`src/verilog/tmr_cfg.svh`:
```
// TMR subsystem configuration
// Widths and reset behaviour shared by the package, the RTL and the bench

`ifndef TMR_CFG_SVH
`define TMR_CFG_SVH

// Width of one core data word
`define TMR_DATA_W 32

// Register port address width
`define TMR_ADDR_W 4

// Width of each per-core mismatch counter
`define TMR_CNT_W 8

// Set to 1'b1 to leave the group in lockstep run after reset
`define TMR_DEFAULT_IN_TMR 1'b0

`endif

```
`src/verilog/tmr_pkg.sv`:
```
// TMR subsystem types
// Redundancy modes, register map and the structs passed between blocks

`include "tmr_cfg.svh"

package tmr_pkg;

  // Redundancy mode of the core group
  typedef enum logic [2:0] {
    MODE_INDEP,
    MODE_RUN,
    MODE_UNLOAD,
    MODE_RELOAD,
    MODE_RAPID
  } tmr_mode_e;

  // Configuration word, setback sits in bit 0
  typedef struct packed {
    logic force_resynch;
    logic rapid_recovery;
    logic delay_resynch;
    logic reload_setback;
    logic setback;
  } tmr_cfg_t;

  typedef struct packed {
    logic                   req;
    logic                   we;
    logic [`TMR_ADDR_W-1:0] addr;
    logic [31:0]            wdata;
  } reg_req_t;

  typedef struct packed {
    logic        ack;
    logic [31:0] rdata;
  } reg_rsp_t;

  // Control fields of a core bus request
  typedef struct packed {
    logic        valid;
    logic        we;
    logic [3:0]  be;
    logic [29:0] addr;
  } core_bus_t;

  typedef struct packed {
    logic       single_mismatch;
    logic [2:0] error;
    logic       failure;
  } vote_stat_t;

  // Register map
  localparam logic [`TMR_ADDR_W-1:0] REG_ENABLE = 'd0;
  localparam logic [`TMR_ADDR_W-1:0] REG_CONFIG = 'd1;
  localparam logic [`TMR_ADDR_W-1:0] REG_MODE   = 'd2;
  localparam logic [`TMR_ADDR_W-1:0] REG_CNT0   = 'd3;
  localparam logic [`TMR_ADDR_W-1:0] REG_CNT1   = 'd4;
  localparam logic [`TMR_ADDR_W-1:0] REG_CNT2   = 'd5;

endpackage

```
`src/verilog/tmr_voter.sv`:
```
// Two-of-three majority voter
// Passes the majority payload and flags the deviating core

`timescale 1ns/10ps

module tmr_voter #(
  parameter type payload_t = logic
) (
  input  payload_t             core0_i,
  input  payload_t             core1_i,
  input  payload_t             core2_i,
  output payload_t             voted_o,
  output tmr_pkg::vote_stat_t  stat_o
);

  logic eq01;
  logic eq02;
  logic eq12;

  // Pairwise agreement
  assign eq01 = (core0_i == core1_i);
  assign eq02 = (core0_i == core2_i);
  assign eq12 = (core1_i == core2_i);

  // Core1 and core2 only win when they agree against core0
  assign voted_o = (!eq01 && !eq02 && eq12) ? core1_i : core0_i;

  always_comb begin
    stat_o = '0;
    if (eq01 && eq02) begin
      // All three agree
      stat_o = '0;
    end else if (eq01) begin
      stat_o.single_mismatch = 1'b1;
      stat_o.error           = 3'b100;
    end else if (eq02) begin
      stat_o.single_mismatch = 1'b1;
      stat_o.error           = 3'b010;
    end else if (eq12) begin
      stat_o.single_mismatch = 1'b1;
      stat_o.error           = 3'b001;
    end else begin
      // No majority, every core is suspect
      stat_o.failure = 1'b1;
      stat_o.error   = 3'b111;
    end
  end

  // A failed vote is never reported as a correctable one
  a_fail_excl: assert final (!(stat_o.failure && stat_o.single_mismatch))
    else $error("voter reports failure and single mismatch together");

endmodule

```
`src/verilog/tmr_mismatch_cnt.sv`:
```
// Per-core mismatch counters
// Saturating counts of deviations, cleared individually by software

`timescale 1ns/10ps

`include "tmr_cfg.svh"

module tmr_mismatch_cnt (
  input  logic                  clk_i,
  input  logic                  rst_ni,
  input  logic [2:0]            incr_i,
  input  logic [2:0]            clr_i,
  output logic [`TMR_CNT_W-1:0] cnt_o [3]
);

  logic [`TMR_CNT_W-1:0] cnt_q [3];

  for (genvar i = 0; i < 3; i++) begin : g_cnt
    always_ff @(posedge clk_i or negedge rst_ni) begin
      if (!rst_ni) begin
        cnt_q[i] <= '0;
      end else if (clr_i[i]) begin
        // Clear wins over a simultaneous increment
        cnt_q[i] <= '0;
      end else if (incr_i[i] && (cnt_q[i] != '1)) begin
        cnt_q[i] <= cnt_q[i] + 1'b1;
      end
    end

    assign cnt_o[i] = cnt_q[i];

    // Saturated count stays nonzero until software clears it
    a_no_wrap: assert property (
      @(posedge clk_i) disable iff (!rst_ni)
      (cnt_q[i] == '1) && !clr_i[i] |=> (cnt_q[i] != '0)
    ) else $error("mismatch counter %0d wrapped", i);
  end

endmodule

```
`src/verilog/tmr_ctrl_regs.sv`:
```
// TMR control register block
// Four-phase req/ack access to enable, configuration, mode and counters

`timescale 1ns/10ps

`include "tmr_cfg.svh"

module tmr_ctrl_regs (
  input  logic                  clk_i,
  input  logic                  rst_ni,
  input  tmr_pkg::reg_req_t     reg_req_i,
  output tmr_pkg::reg_rsp_t     reg_rsp_o,
  output logic                  enable_o,
  output tmr_pkg::tmr_cfg_t     cfg_o,
  input  logic                  force_clr_i,
  input  tmr_pkg::tmr_mode_e    mode_i,
  input  logic [`TMR_CNT_W-1:0] cnt_i [3],
  output logic [2:0]            cnt_clr_o
);

  localparam int unsigned CfgW = $bits(tmr_pkg::tmr_cfg_t);

  logic              ack_q;
  logic              access;
  logic              wr;
  logic              enable_q;
  tmr_pkg::tmr_cfg_t cfg_q;
  logic [31:0]       rdata_d;
  logic [31:0]       rdata_q;

  // A new access starts only once the previous ack is gone
  assign access = reg_req_i.req && !ack_q;
  assign wr     = access && reg_req_i.we;

  always_comb begin
    rdata_d = '0;
    case (reg_req_i.addr)
      tmr_pkg::REG_ENABLE: rdata_d[0]                = enable_q;
      tmr_pkg::REG_CONFIG: rdata_d[CfgW-1:0]         = cfg_q;
      tmr_pkg::REG_MODE:   rdata_d[2:0]              = mode_i;
      tmr_pkg::REG_CNT0:   rdata_d[`TMR_CNT_W-1:0]   = cnt_i[0];
      tmr_pkg::REG_CNT1:   rdata_d[`TMR_CNT_W-1:0]   = cnt_i[1];
      tmr_pkg::REG_CNT2:   rdata_d[`TMR_CNT_W-1:0]   = cnt_i[2];
      default:             rdata_d                   = '0;
    endcase
  end

  // Counter clear pulses with the write, the counter clears as ack rises
  assign cnt_clr_o[0] = wr && (reg_req_i.addr == tmr_pkg::REG_CNT0);
  assign cnt_clr_o[1] = wr && (reg_req_i.addr == tmr_pkg::REG_CNT1);
  assign cnt_clr_o[2] = wr && (reg_req_i.addr == tmr_pkg::REG_CNT2);

  always_ff @(posedge clk_i or negedge rst_ni) begin
    if (!rst_ni) begin
      ack_q    <= 1'b0;
      enable_q <= `TMR_DEFAULT_IN_TMR;
      cfg_q    <= '0;
    end else begin
      if (access) begin
        ack_q <= 1'b1;
      end else if (ack_q && !reg_req_i.req) begin
        ack_q <= 1'b0;
      end

      if (wr && (reg_req_i.addr == tmr_pkg::REG_ENABLE)) begin
        enable_q <= reg_req_i.wdata[0];
      end

      if (wr && (reg_req_i.addr == tmr_pkg::REG_CONFIG)) begin
        cfg_q <= tmr_pkg::tmr_cfg_t'(reg_req_i.wdata[CfgW-1:0]);
      end else if (force_clr_i) begin
        // FSM has taken the forced resynch
        cfg_q.force_resynch <= 1'b0;
      end
    end
  end

  always_ff @(posedge clk_i) begin
    if (access) begin
      rdata_q <= rdata_d;
    end
  end

  assign reg_rsp_o.ack   = ack_q;
  assign reg_rsp_o.rdata = rdata_q;
  assign enable_o        = enable_q;
  assign cfg_o           = cfg_q;

  a_ack_needs_req: assert property (
    @(posedge clk_i) disable iff (!rst_ni)
    $rose(ack_q) |-> $past(reg_req_i.req)
  ) else $error("register ack raised without a request");

endmodule

```
`src/verilog/tmr_ctrl_fsm.sv`:
```
// Redundancy-mode FSM of the TMR group
// Drives setback, resynch and synch requests and the rapid-recovery handshake

`timescale 1ns/10ps

`include "tmr_cfg.svh"

module tmr_ctrl_fsm (
  input  logic                clk_i,
  input  logic                rst_ni,
  input  logic                enable_i,
  input  tmr_pkg::tmr_cfg_t   cfg_i,
  input  tmr_pkg::vote_stat_t stat_i,
  input  logic                fetch_en_i,
  input  logic                cores_synch_i,
  input  logic                sp_store_is_zero_i,
  input  logic                sp_store_will_be_zero_i,
  input  logic                recovery_ack_i,
  output tmr_pkg::tmr_mode_e  mode_o,
  output logic                force_clr_o,
  output logic [2:0]          setback_o,
  output logic                sw_resynch_req_o,
  output logic                sw_synch_req_o,
  output logic                grp_indep_o,
  output logic [2:0]          incr_o,
  output logic                recovery_req_o
);

  localparam tmr_pkg::tmr_mode_e DefaultMode =
    `TMR_DEFAULT_IN_TMR ? tmr_pkg::MODE_RUN : tmr_pkg::MODE_INDEP;

  tmr_pkg::tmr_mode_e mode_d;
  tmr_pkg::tmr_mode_e mode_q;
  logic               ack_seen_d;
  logic               ack_seen_q;
  logic               resynch;

  // Detected mismatch or software trigger both start a recovery
  assign resynch = stat_i.single_mismatch || cfg_i.force_resynch;

  always_comb begin
    mode_d           = mode_q;
    ack_seen_d       = 1'b0;
    setback_o        = 3'b000;
    incr_o           = 3'b000;
    force_clr_o      = 1'b0;
    sw_resynch_req_o = 1'b0;
    sw_synch_req_o   = 1'b0;
    recovery_req_o   = 1'b0;

    case (mode_q)
      tmr_pkg::MODE_RUN: begin
        force_clr_o = cfg_i.force_resynch;
        if (stat_i.single_mismatch) begin
          incr_o = stat_i.error;
        end
        if (resynch) begin
          if (cfg_i.rapid_recovery) begin
            mode_d = tmr_pkg::MODE_RAPID;
          end else if (!cfg_i.delay_resynch) begin
            mode_d = tmr_pkg::MODE_UNLOAD;
          end
        end
      end

      tmr_pkg::MODE_UNLOAD: begin
        sw_resynch_req_o = 1'b1;
        // Software has stored the state once the stack store is nonzero
        if (!sp_store_is_zero_i) begin
          mode_d = tmr_pkg::MODE_RELOAD;
          if (cfg_i.setback) begin
            setback_o = 3'b111;
          end
        end
      end

      tmr_pkg::MODE_RELOAD: begin
        if (sp_store_is_zero_i) begin
          mode_d = tmr_pkg::MODE_RUN;
        end else if ((stat_i.single_mismatch || stat_i.failure) && cfg_i.setback &&
                     cfg_i.reload_setback && !sp_store_will_be_zero_i) begin
          // Error while reloading, restart all three cores
          setback_o = 3'b111;
        end
      end

      tmr_pkg::MODE_RAPID: begin
        // Request until ack, then wait for ack to fall
        recovery_req_o = !ack_seen_q;
        ack_seen_d     = ack_seen_q || recovery_ack_i;
        if (ack_seen_q && !recovery_ack_i) begin
          mode_d     = tmr_pkg::MODE_RUN;
          ack_seen_d = 1'b0;
        end
      end

      default: begin
        // Independent cores wait for software to synchronise them
        if (enable_i) begin
          sw_synch_req_o = 1'b1;
          if (cores_synch_i) begin
            mode_d = tmr_pkg::MODE_RELOAD;
            if (cfg_i.setback) begin
              setback_o = 3'b111;
            end
          end
        end
      end
    endcase

    // Before the cores fetch, the mode simply follows enable
    if (!fetch_en_i) begin
      if (enable_i) begin
        mode_d         = tmr_pkg::MODE_RUN;
        sw_synch_req_o = 1'b0;
      end else begin
        mode_d = tmr_pkg::MODE_INDEP;
      end
    end

    // Leaving lockstep is allowed at any time from run
    if ((mode_q == tmr_pkg::MODE_RUN) && !enable_i) begin
      mode_d = tmr_pkg::MODE_INDEP;
      if (cfg_i.setback) begin
        setback_o = 3'b110;
      end
    end
  end

  always_ff @(posedge clk_i or negedge rst_ni) begin
    if (!rst_ni) begin
      mode_q     <= DefaultMode;
      ack_seen_q <= 1'b0;
    end else begin
      mode_q     <= mode_d;
      ack_seen_q <= ack_seen_d;
    end
  end

  assign mode_o      = mode_q;
  assign grp_indep_o = (mode_q == tmr_pkg::MODE_INDEP);

  a_req_in_rapid: assert property (
    @(posedge clk_i) disable iff (!rst_ni)
    recovery_req_o |-> (mode_q == tmr_pkg::MODE_RAPID)
  ) else $error("recovery request outside rapid recovery");

endmodule

```
`src/verilog/tmr_subsys_top.sv`:
```
// TMR subsystem top level
// Voters for data and bus fields, mode FSM, mismatch counters and registers

`timescale 1ns/10ps

`include "tmr_cfg.svh"

module tmr_subsys_top (
  input  logic                   clk_i,
  input  logic                   rst_ni,
  input  tmr_pkg::reg_req_t      reg_req_i,
  output tmr_pkg::reg_rsp_t      reg_rsp_o,
  input  logic [`TMR_DATA_W-1:0] core0_data_i,
  input  logic [`TMR_DATA_W-1:0] core1_data_i,
  input  logic [`TMR_DATA_W-1:0] core2_data_i,
  input  tmr_pkg::core_bus_t     core0_bus_i,
  input  tmr_pkg::core_bus_t     core1_bus_i,
  input  tmr_pkg::core_bus_t     core2_bus_i,
  output logic [`TMR_DATA_W-1:0] voted_data_o,
  output tmr_pkg::core_bus_t     voted_bus_o,
  input  logic                   fetch_en_i,
  input  logic                   cores_synch_i,
  input  logic                   sp_store_is_zero_i,
  input  logic                   sp_store_will_be_zero_i,
  input  logic                   recovery_ack_i,
  output logic [2:0]             setback_o,
  output logic                   sw_resynch_req_o,
  output logic                   sw_synch_req_o,
  output logic                   grp_indep_o,
  output logic                   recovery_req_o
);

  tmr_pkg::vote_stat_t   stat_data;
  tmr_pkg::vote_stat_t   stat_bus;
  tmr_pkg::vote_stat_t   stat;
  tmr_pkg::tmr_cfg_t     cfg;
  tmr_pkg::tmr_mode_e    mode;
  logic                  enable;
  logic                  force_clr;
  logic [2:0]            incr;
  logic [2:0]            cnt_clr;
  logic [`TMR_CNT_W-1:0] cnt [3];

  tmr_voter #(
    .payload_t(logic [`TMR_DATA_W-1:0])
  ) u_vote_data (
    .core0_i(core0_data_i),
    .core1_i(core1_data_i),
    .core2_i(core2_data_i),
    .voted_o(voted_data_o),
    .stat_o (stat_data)
  );

  tmr_voter #(
    .payload_t(tmr_pkg::core_bus_t)
  ) u_vote_bus (
    .core0_i(core0_bus_i),
    .core1_i(core1_bus_i),
    .core2_i(core2_bus_i),
    .voted_o(voted_bus_o),
    .stat_o (stat_bus)
  );

  // Either word deviating counts as a deviation of that core
  assign stat = tmr_pkg::vote_stat_t'(stat_data | stat_bus);

  tmr_ctrl_fsm u_fsm (
    .clk_i,
    .rst_ni,
    .enable_i               (enable),
    .cfg_i                  (cfg),
    .stat_i                 (stat),
    .fetch_en_i,
    .cores_synch_i,
    .sp_store_is_zero_i,
    .sp_store_will_be_zero_i,
    .recovery_ack_i,
    .mode_o                 (mode),
    .force_clr_o            (force_clr),
    .setback_o,
    .sw_resynch_req_o,
    .sw_synch_req_o,
    .grp_indep_o,
    .incr_o                 (incr),
    .recovery_req_o
  );

  tmr_mismatch_cnt u_cnt (
    .clk_i,
    .rst_ni,
    .incr_i(incr),
    .clr_i (cnt_clr),
    .cnt_o (cnt)
  );

  tmr_ctrl_regs u_regs (
    .clk_i,
    .rst_ni,
    .reg_req_i,
    .reg_rsp_o,
    .enable_o   (enable),
    .cfg_o      (cfg),
    .force_clr_i(force_clr),
    .mode_i     (mode),
    .cnt_i      (cnt),
    .cnt_clr_o  (cnt_clr)
  );

endmodule

```
`config.mk`:
```
export PLATFORM = sky130hd
export DESIGN_NAME = tmr_subsys_top
export DESIGN_NICKNAME = d
export VERILOG_FILES = /design/src/verilog/tmr_pkg.sv /design/src/verilog/tmr_voter.sv /design/src/verilog/tmr_mismatch_cnt.sv /design/src/verilog/tmr_ctrl_regs.sv /design/src/verilog/tmr_ctrl_fsm.sv /design/src/verilog/tmr_subsys_top.sv
export VERILOG_INCLUDE_DIRS = /design/src /design/src/verilog
export SDC_FILE = /design/constraint.sdc
export NUM_CORES = 1
export LEC_CHECK = 0
export BUFFER_PORTS_ARGS = -buffer_cell sky130_fd_sc_hd__buf_4
export CAP_MARGIN = 20
export CORE_AREA = 2 2 138 140
export DETAILED_ROUTE_END_ITERATION = 8
export DIE_AREA = 0 0 140 142
export PLACE_DENSITY = 0.65
export SETUP_SLACK_MARGIN = 0.3
export SLEW_MARGIN = 10
export SYNTH_ARGS = -nofsm -noshare
export SYNTH_HDL_FRONTEND = slang
export SYNTH_SLANG_ARGS = --single-unit
```
`constraint.sdc`:
```
create_clock -name clk_i -period 3.4 [get_ports clk_i]
set_input_delay 0.34 -clock clk_i [delete_from_list [all_inputs] [get_ports clk_i]]
set_output_delay 0.34 -clock clk_i [all_outputs]
set_load 0.005 [all_outputs]
```
==> flow_metrics.tcl <==
set metrics [dict create \
    final_cell_mix "buf_4 (313), xnor2_1 (173), mux2_2 (75)" \
    placedCellCount 1189 \
    max_slew_margin_pct 45.5 \
    syn_avg_cell_area_um2 8.86 \
    port_buffers 305 \
    cp-end-kind "output port" \
    worstSkewPairLatency_ps 290 \
    viasPerCell 5.14 \
    pwr_density_cell_nw_per_um2 276 \
    slew_viol_final 0 \
    crit_required_ps 3060 \
    setup_viol 0 \
    hold_viol_final 0 \
    die_width_um 140 \
    synth.top_cell.area_share_pct 25.7 \
    grt_setup_unrepaired "no" \
    area_growth_pct 44.9 \
    cts_root_buffer "clkbuf_16" \
    violations "design-rule violations" \
    async_reset_ff_share_pct 81.4 \
    r2r-start "u_fsm.mode_o[2]" \
    met2_length_um 11000 \
    max-vdd-ir-drop_mv 0.261 \
    power.leakage_nw 3.57 \
    drcViolationCount 6 \
    status "finished, violations left" \
    synth_seq_cells 43 \
    layout_commonest_cell "buf_4" \
    drt_wl_total_um 22100 \
    rr_endpoint "u_cnt.cnt_o[6]" \
    synthFlopType "dfrtp_1" \
    io_pins 357 \
    dp_hpwl_um 19000 \
    synth_area_leader_cell "xnor2_1" \
    crit_path_max_fanout 26 \
    wl_per_cell_um 18.5 \
    tritoncts "yes" \
    antenna_found_initial 0 \
    r2r_setup_slack_ps 840 \
    finalNetCount 1215 \
    cts_hold_buffers 0 \
    max_freq_mhz 338 \
    period_needed_ps 2960 \
    cts_buffer_depth 2 \
    rows 50 \
    wl_met1_um 9110 \
    final.setup.tns_ps 0 \
    drive_above_1_share_pct 43.1 \
    overflow 0 \
    grt_max_degree 36 \
    fin_crit_sh_pct 87.1 \
    start_util_pct 31.9 \
    synth_area_leaders "xnor2_1 (26%), dfrtp_1 (15%), mux2_2 (14%)" \
    core_area_um2 18500 \
    die_area_um2 19900 \
    vias 6156 \
    startpoint_type "input port" \
    synth_edf_count 8 \
    final_antenna_net_count 0 \
    firstDrtPassIters 8 \
    worstMarginPinSlew_ps 812 \
    htreeDepth 2 \
    drt_iter0_markers 340 \
    crit_end "voted_data_o[24]" \
    die_h_um 142 \
    clk_pin_slew_ps 60 \
    synthesis.area_um2 5890 \
    top_layer "met4" \
    num_antenna_cells 0 \
    syn_inst 665 \
    grt_pass1_wl_um 32900 \
    wl_met3_um 1630 \
    grt_usage_pct 20.9 \
    cp.arrival_ps 2620 \
    crit_type "in2out" \
    startpoint "core0_data_i[0]" \
    yosysSeqAreaShare_pct 18.9 \
    gp_congestion 0.890 \
    skew_ps 5.09 \
    reg2reg_depth 5 \
    drv_cap 0 \
    worstHoldPathType "in2async" \
    grt_pass1_vias 6031 \
    synth_warnings 0 \
    ys_types 53 \
    layoutNonFillerInstCount 1197 \
    numCtsBuffers 5 \
    cts_sinks 43 \
]
[kinds of logic (layout without fill, tap and decap cells)]
family / after synthesis / after routing / synth area share (%)
DFF: 43 / 43 / 18.9
and+or+nand+nor: 199 / 199 / 19.8
other: 1 / 24 / 0.0636
muxes: 88 / 88 / 16.5
xor gates and xnor gates: 205 / 205 / 30.5
adders and majority gates: 4 / 4 / 0.849
AOI/OAI and AO/OA: 67 / 67 / 7.75
buffers and inverters: 58 / 333 / 5.60
[critical path, cell delays in order]
cell,delay [ps]
buf_4,130
xnor2_1,240
nand4_1,150
nor4_2,430
nand4_2,160
buf_4,180
nand3_1,90
buf_4,340
mux2_2,410
buf_4,140
[state kept, by name (all words and copies together) (netlist names)]
| name | flops |
|---|---|
| u_regs.cfg_o | 5 |
| u_regs.rdata_q | 8 |
| u_fsm.ack_seen_q | 1 |
| u_cnt.cnt_o | 24 |
| u_fsm.mode_o | 3 |
| u_regs.enable_o | 1 |
| u_regs.ack_q | 1 |
[repair_timing]
action,CTS,global route
endpoints found under the hold margin,0,0
resized for setup,2,1
setup endpoints to repair,2,2
setup buffers,0,0
[how the worst min path moves through the flow]
stage          slack (ps)              to  startpoint  cells past startpoint
6_report                1  u_cnt.cnt_o[2]      rst_ni                      1
5_1_grt                50  u_cnt.cnt_o[4]      rst_ni                      1
3_5_place_dp          330  u_cnt.cnt_o[2]      rst_ni                      1
2_1_floorplan          40  u_cnt.cnt_o[0]      rst_ni                      0
4_1_cts                30  u_cnt.cnt_o[1]      rst_ni                      1
3_3_place_gp          340  u_cnt.cnt_o[2]      rst_ni                      1
[layer usage]
| metal | up-vias | GRT usage (%) |
|---|---|---|
| li1 | 2982 | - |
| met1 | 2915 | 27.0 |
| met2 | 235 | 36.6 |
| met3 | 24 | 3.87 |
| met4 | 0 | 4.57 |
| met5 | - | 0 |
[synthesized netlist by cell type (all sizes together) (11+ instances only)]
| library cell | n |
|---|---|
| xnor2 | 173 |
| mux2 | 75 |
| nand4 | 54 |
| dfrtp | 35 |
| buf | 34 |
| xor2 | 32 |
| nand2 | 30 |
| nor4 | 25 |
| a21oi | 22 |
| nor2 | 16 |
| nand3 | 15 |
| and3 | 13 |
| mux2i | 13 |
| clkbuf | 12 |
| inv | 12 |
| nor3 | 11 |
| o21ai | 11 |
[final cells by class]
type | count | area, µm²
Fill cell | 1804 | 9920
Multi-Input combinational cell | 587 | 4540
Timing Repair Buffer | 313 | 2350
Sequential cell | 43 | 1120
Tap cell | 234 | 293
Clock buffer | 5 | 125
Clock inverter | 3 | 67.6
Inverter | 12 | 45.0
[stage by stage]
step	power (mW)	hold WS [ps]	util (%)	setup WS, ps	area [µm²]
2_1_floorplan	1.19	44.4	-	930	5980
3_3_place_gp	1.71	337	45.2	336	8340
3_5_place_dp	1.72	335	45.2	224	8340
4_1_cts	2.36	28.0	46.2	343	8530
5_1_grt	2.47	50.2	46.3	317	8540
6_report	2.36	1.10	46.3	438	8540
[where the power goes]
| group | internal (mW) | leakage [nW] | total [mW] | switching [mW] |
|---|---|---|---|---|
| Combinational | 0.563 | 2.92 | 1.08 | 0.519 |
| Sequential | 0.580 | 0.561 | 0.644 | 0.0639 |
| Clock | 0.421 | 0.0900 | 0.634 | 0.213 |
Power figures use the tool's default switching activity.
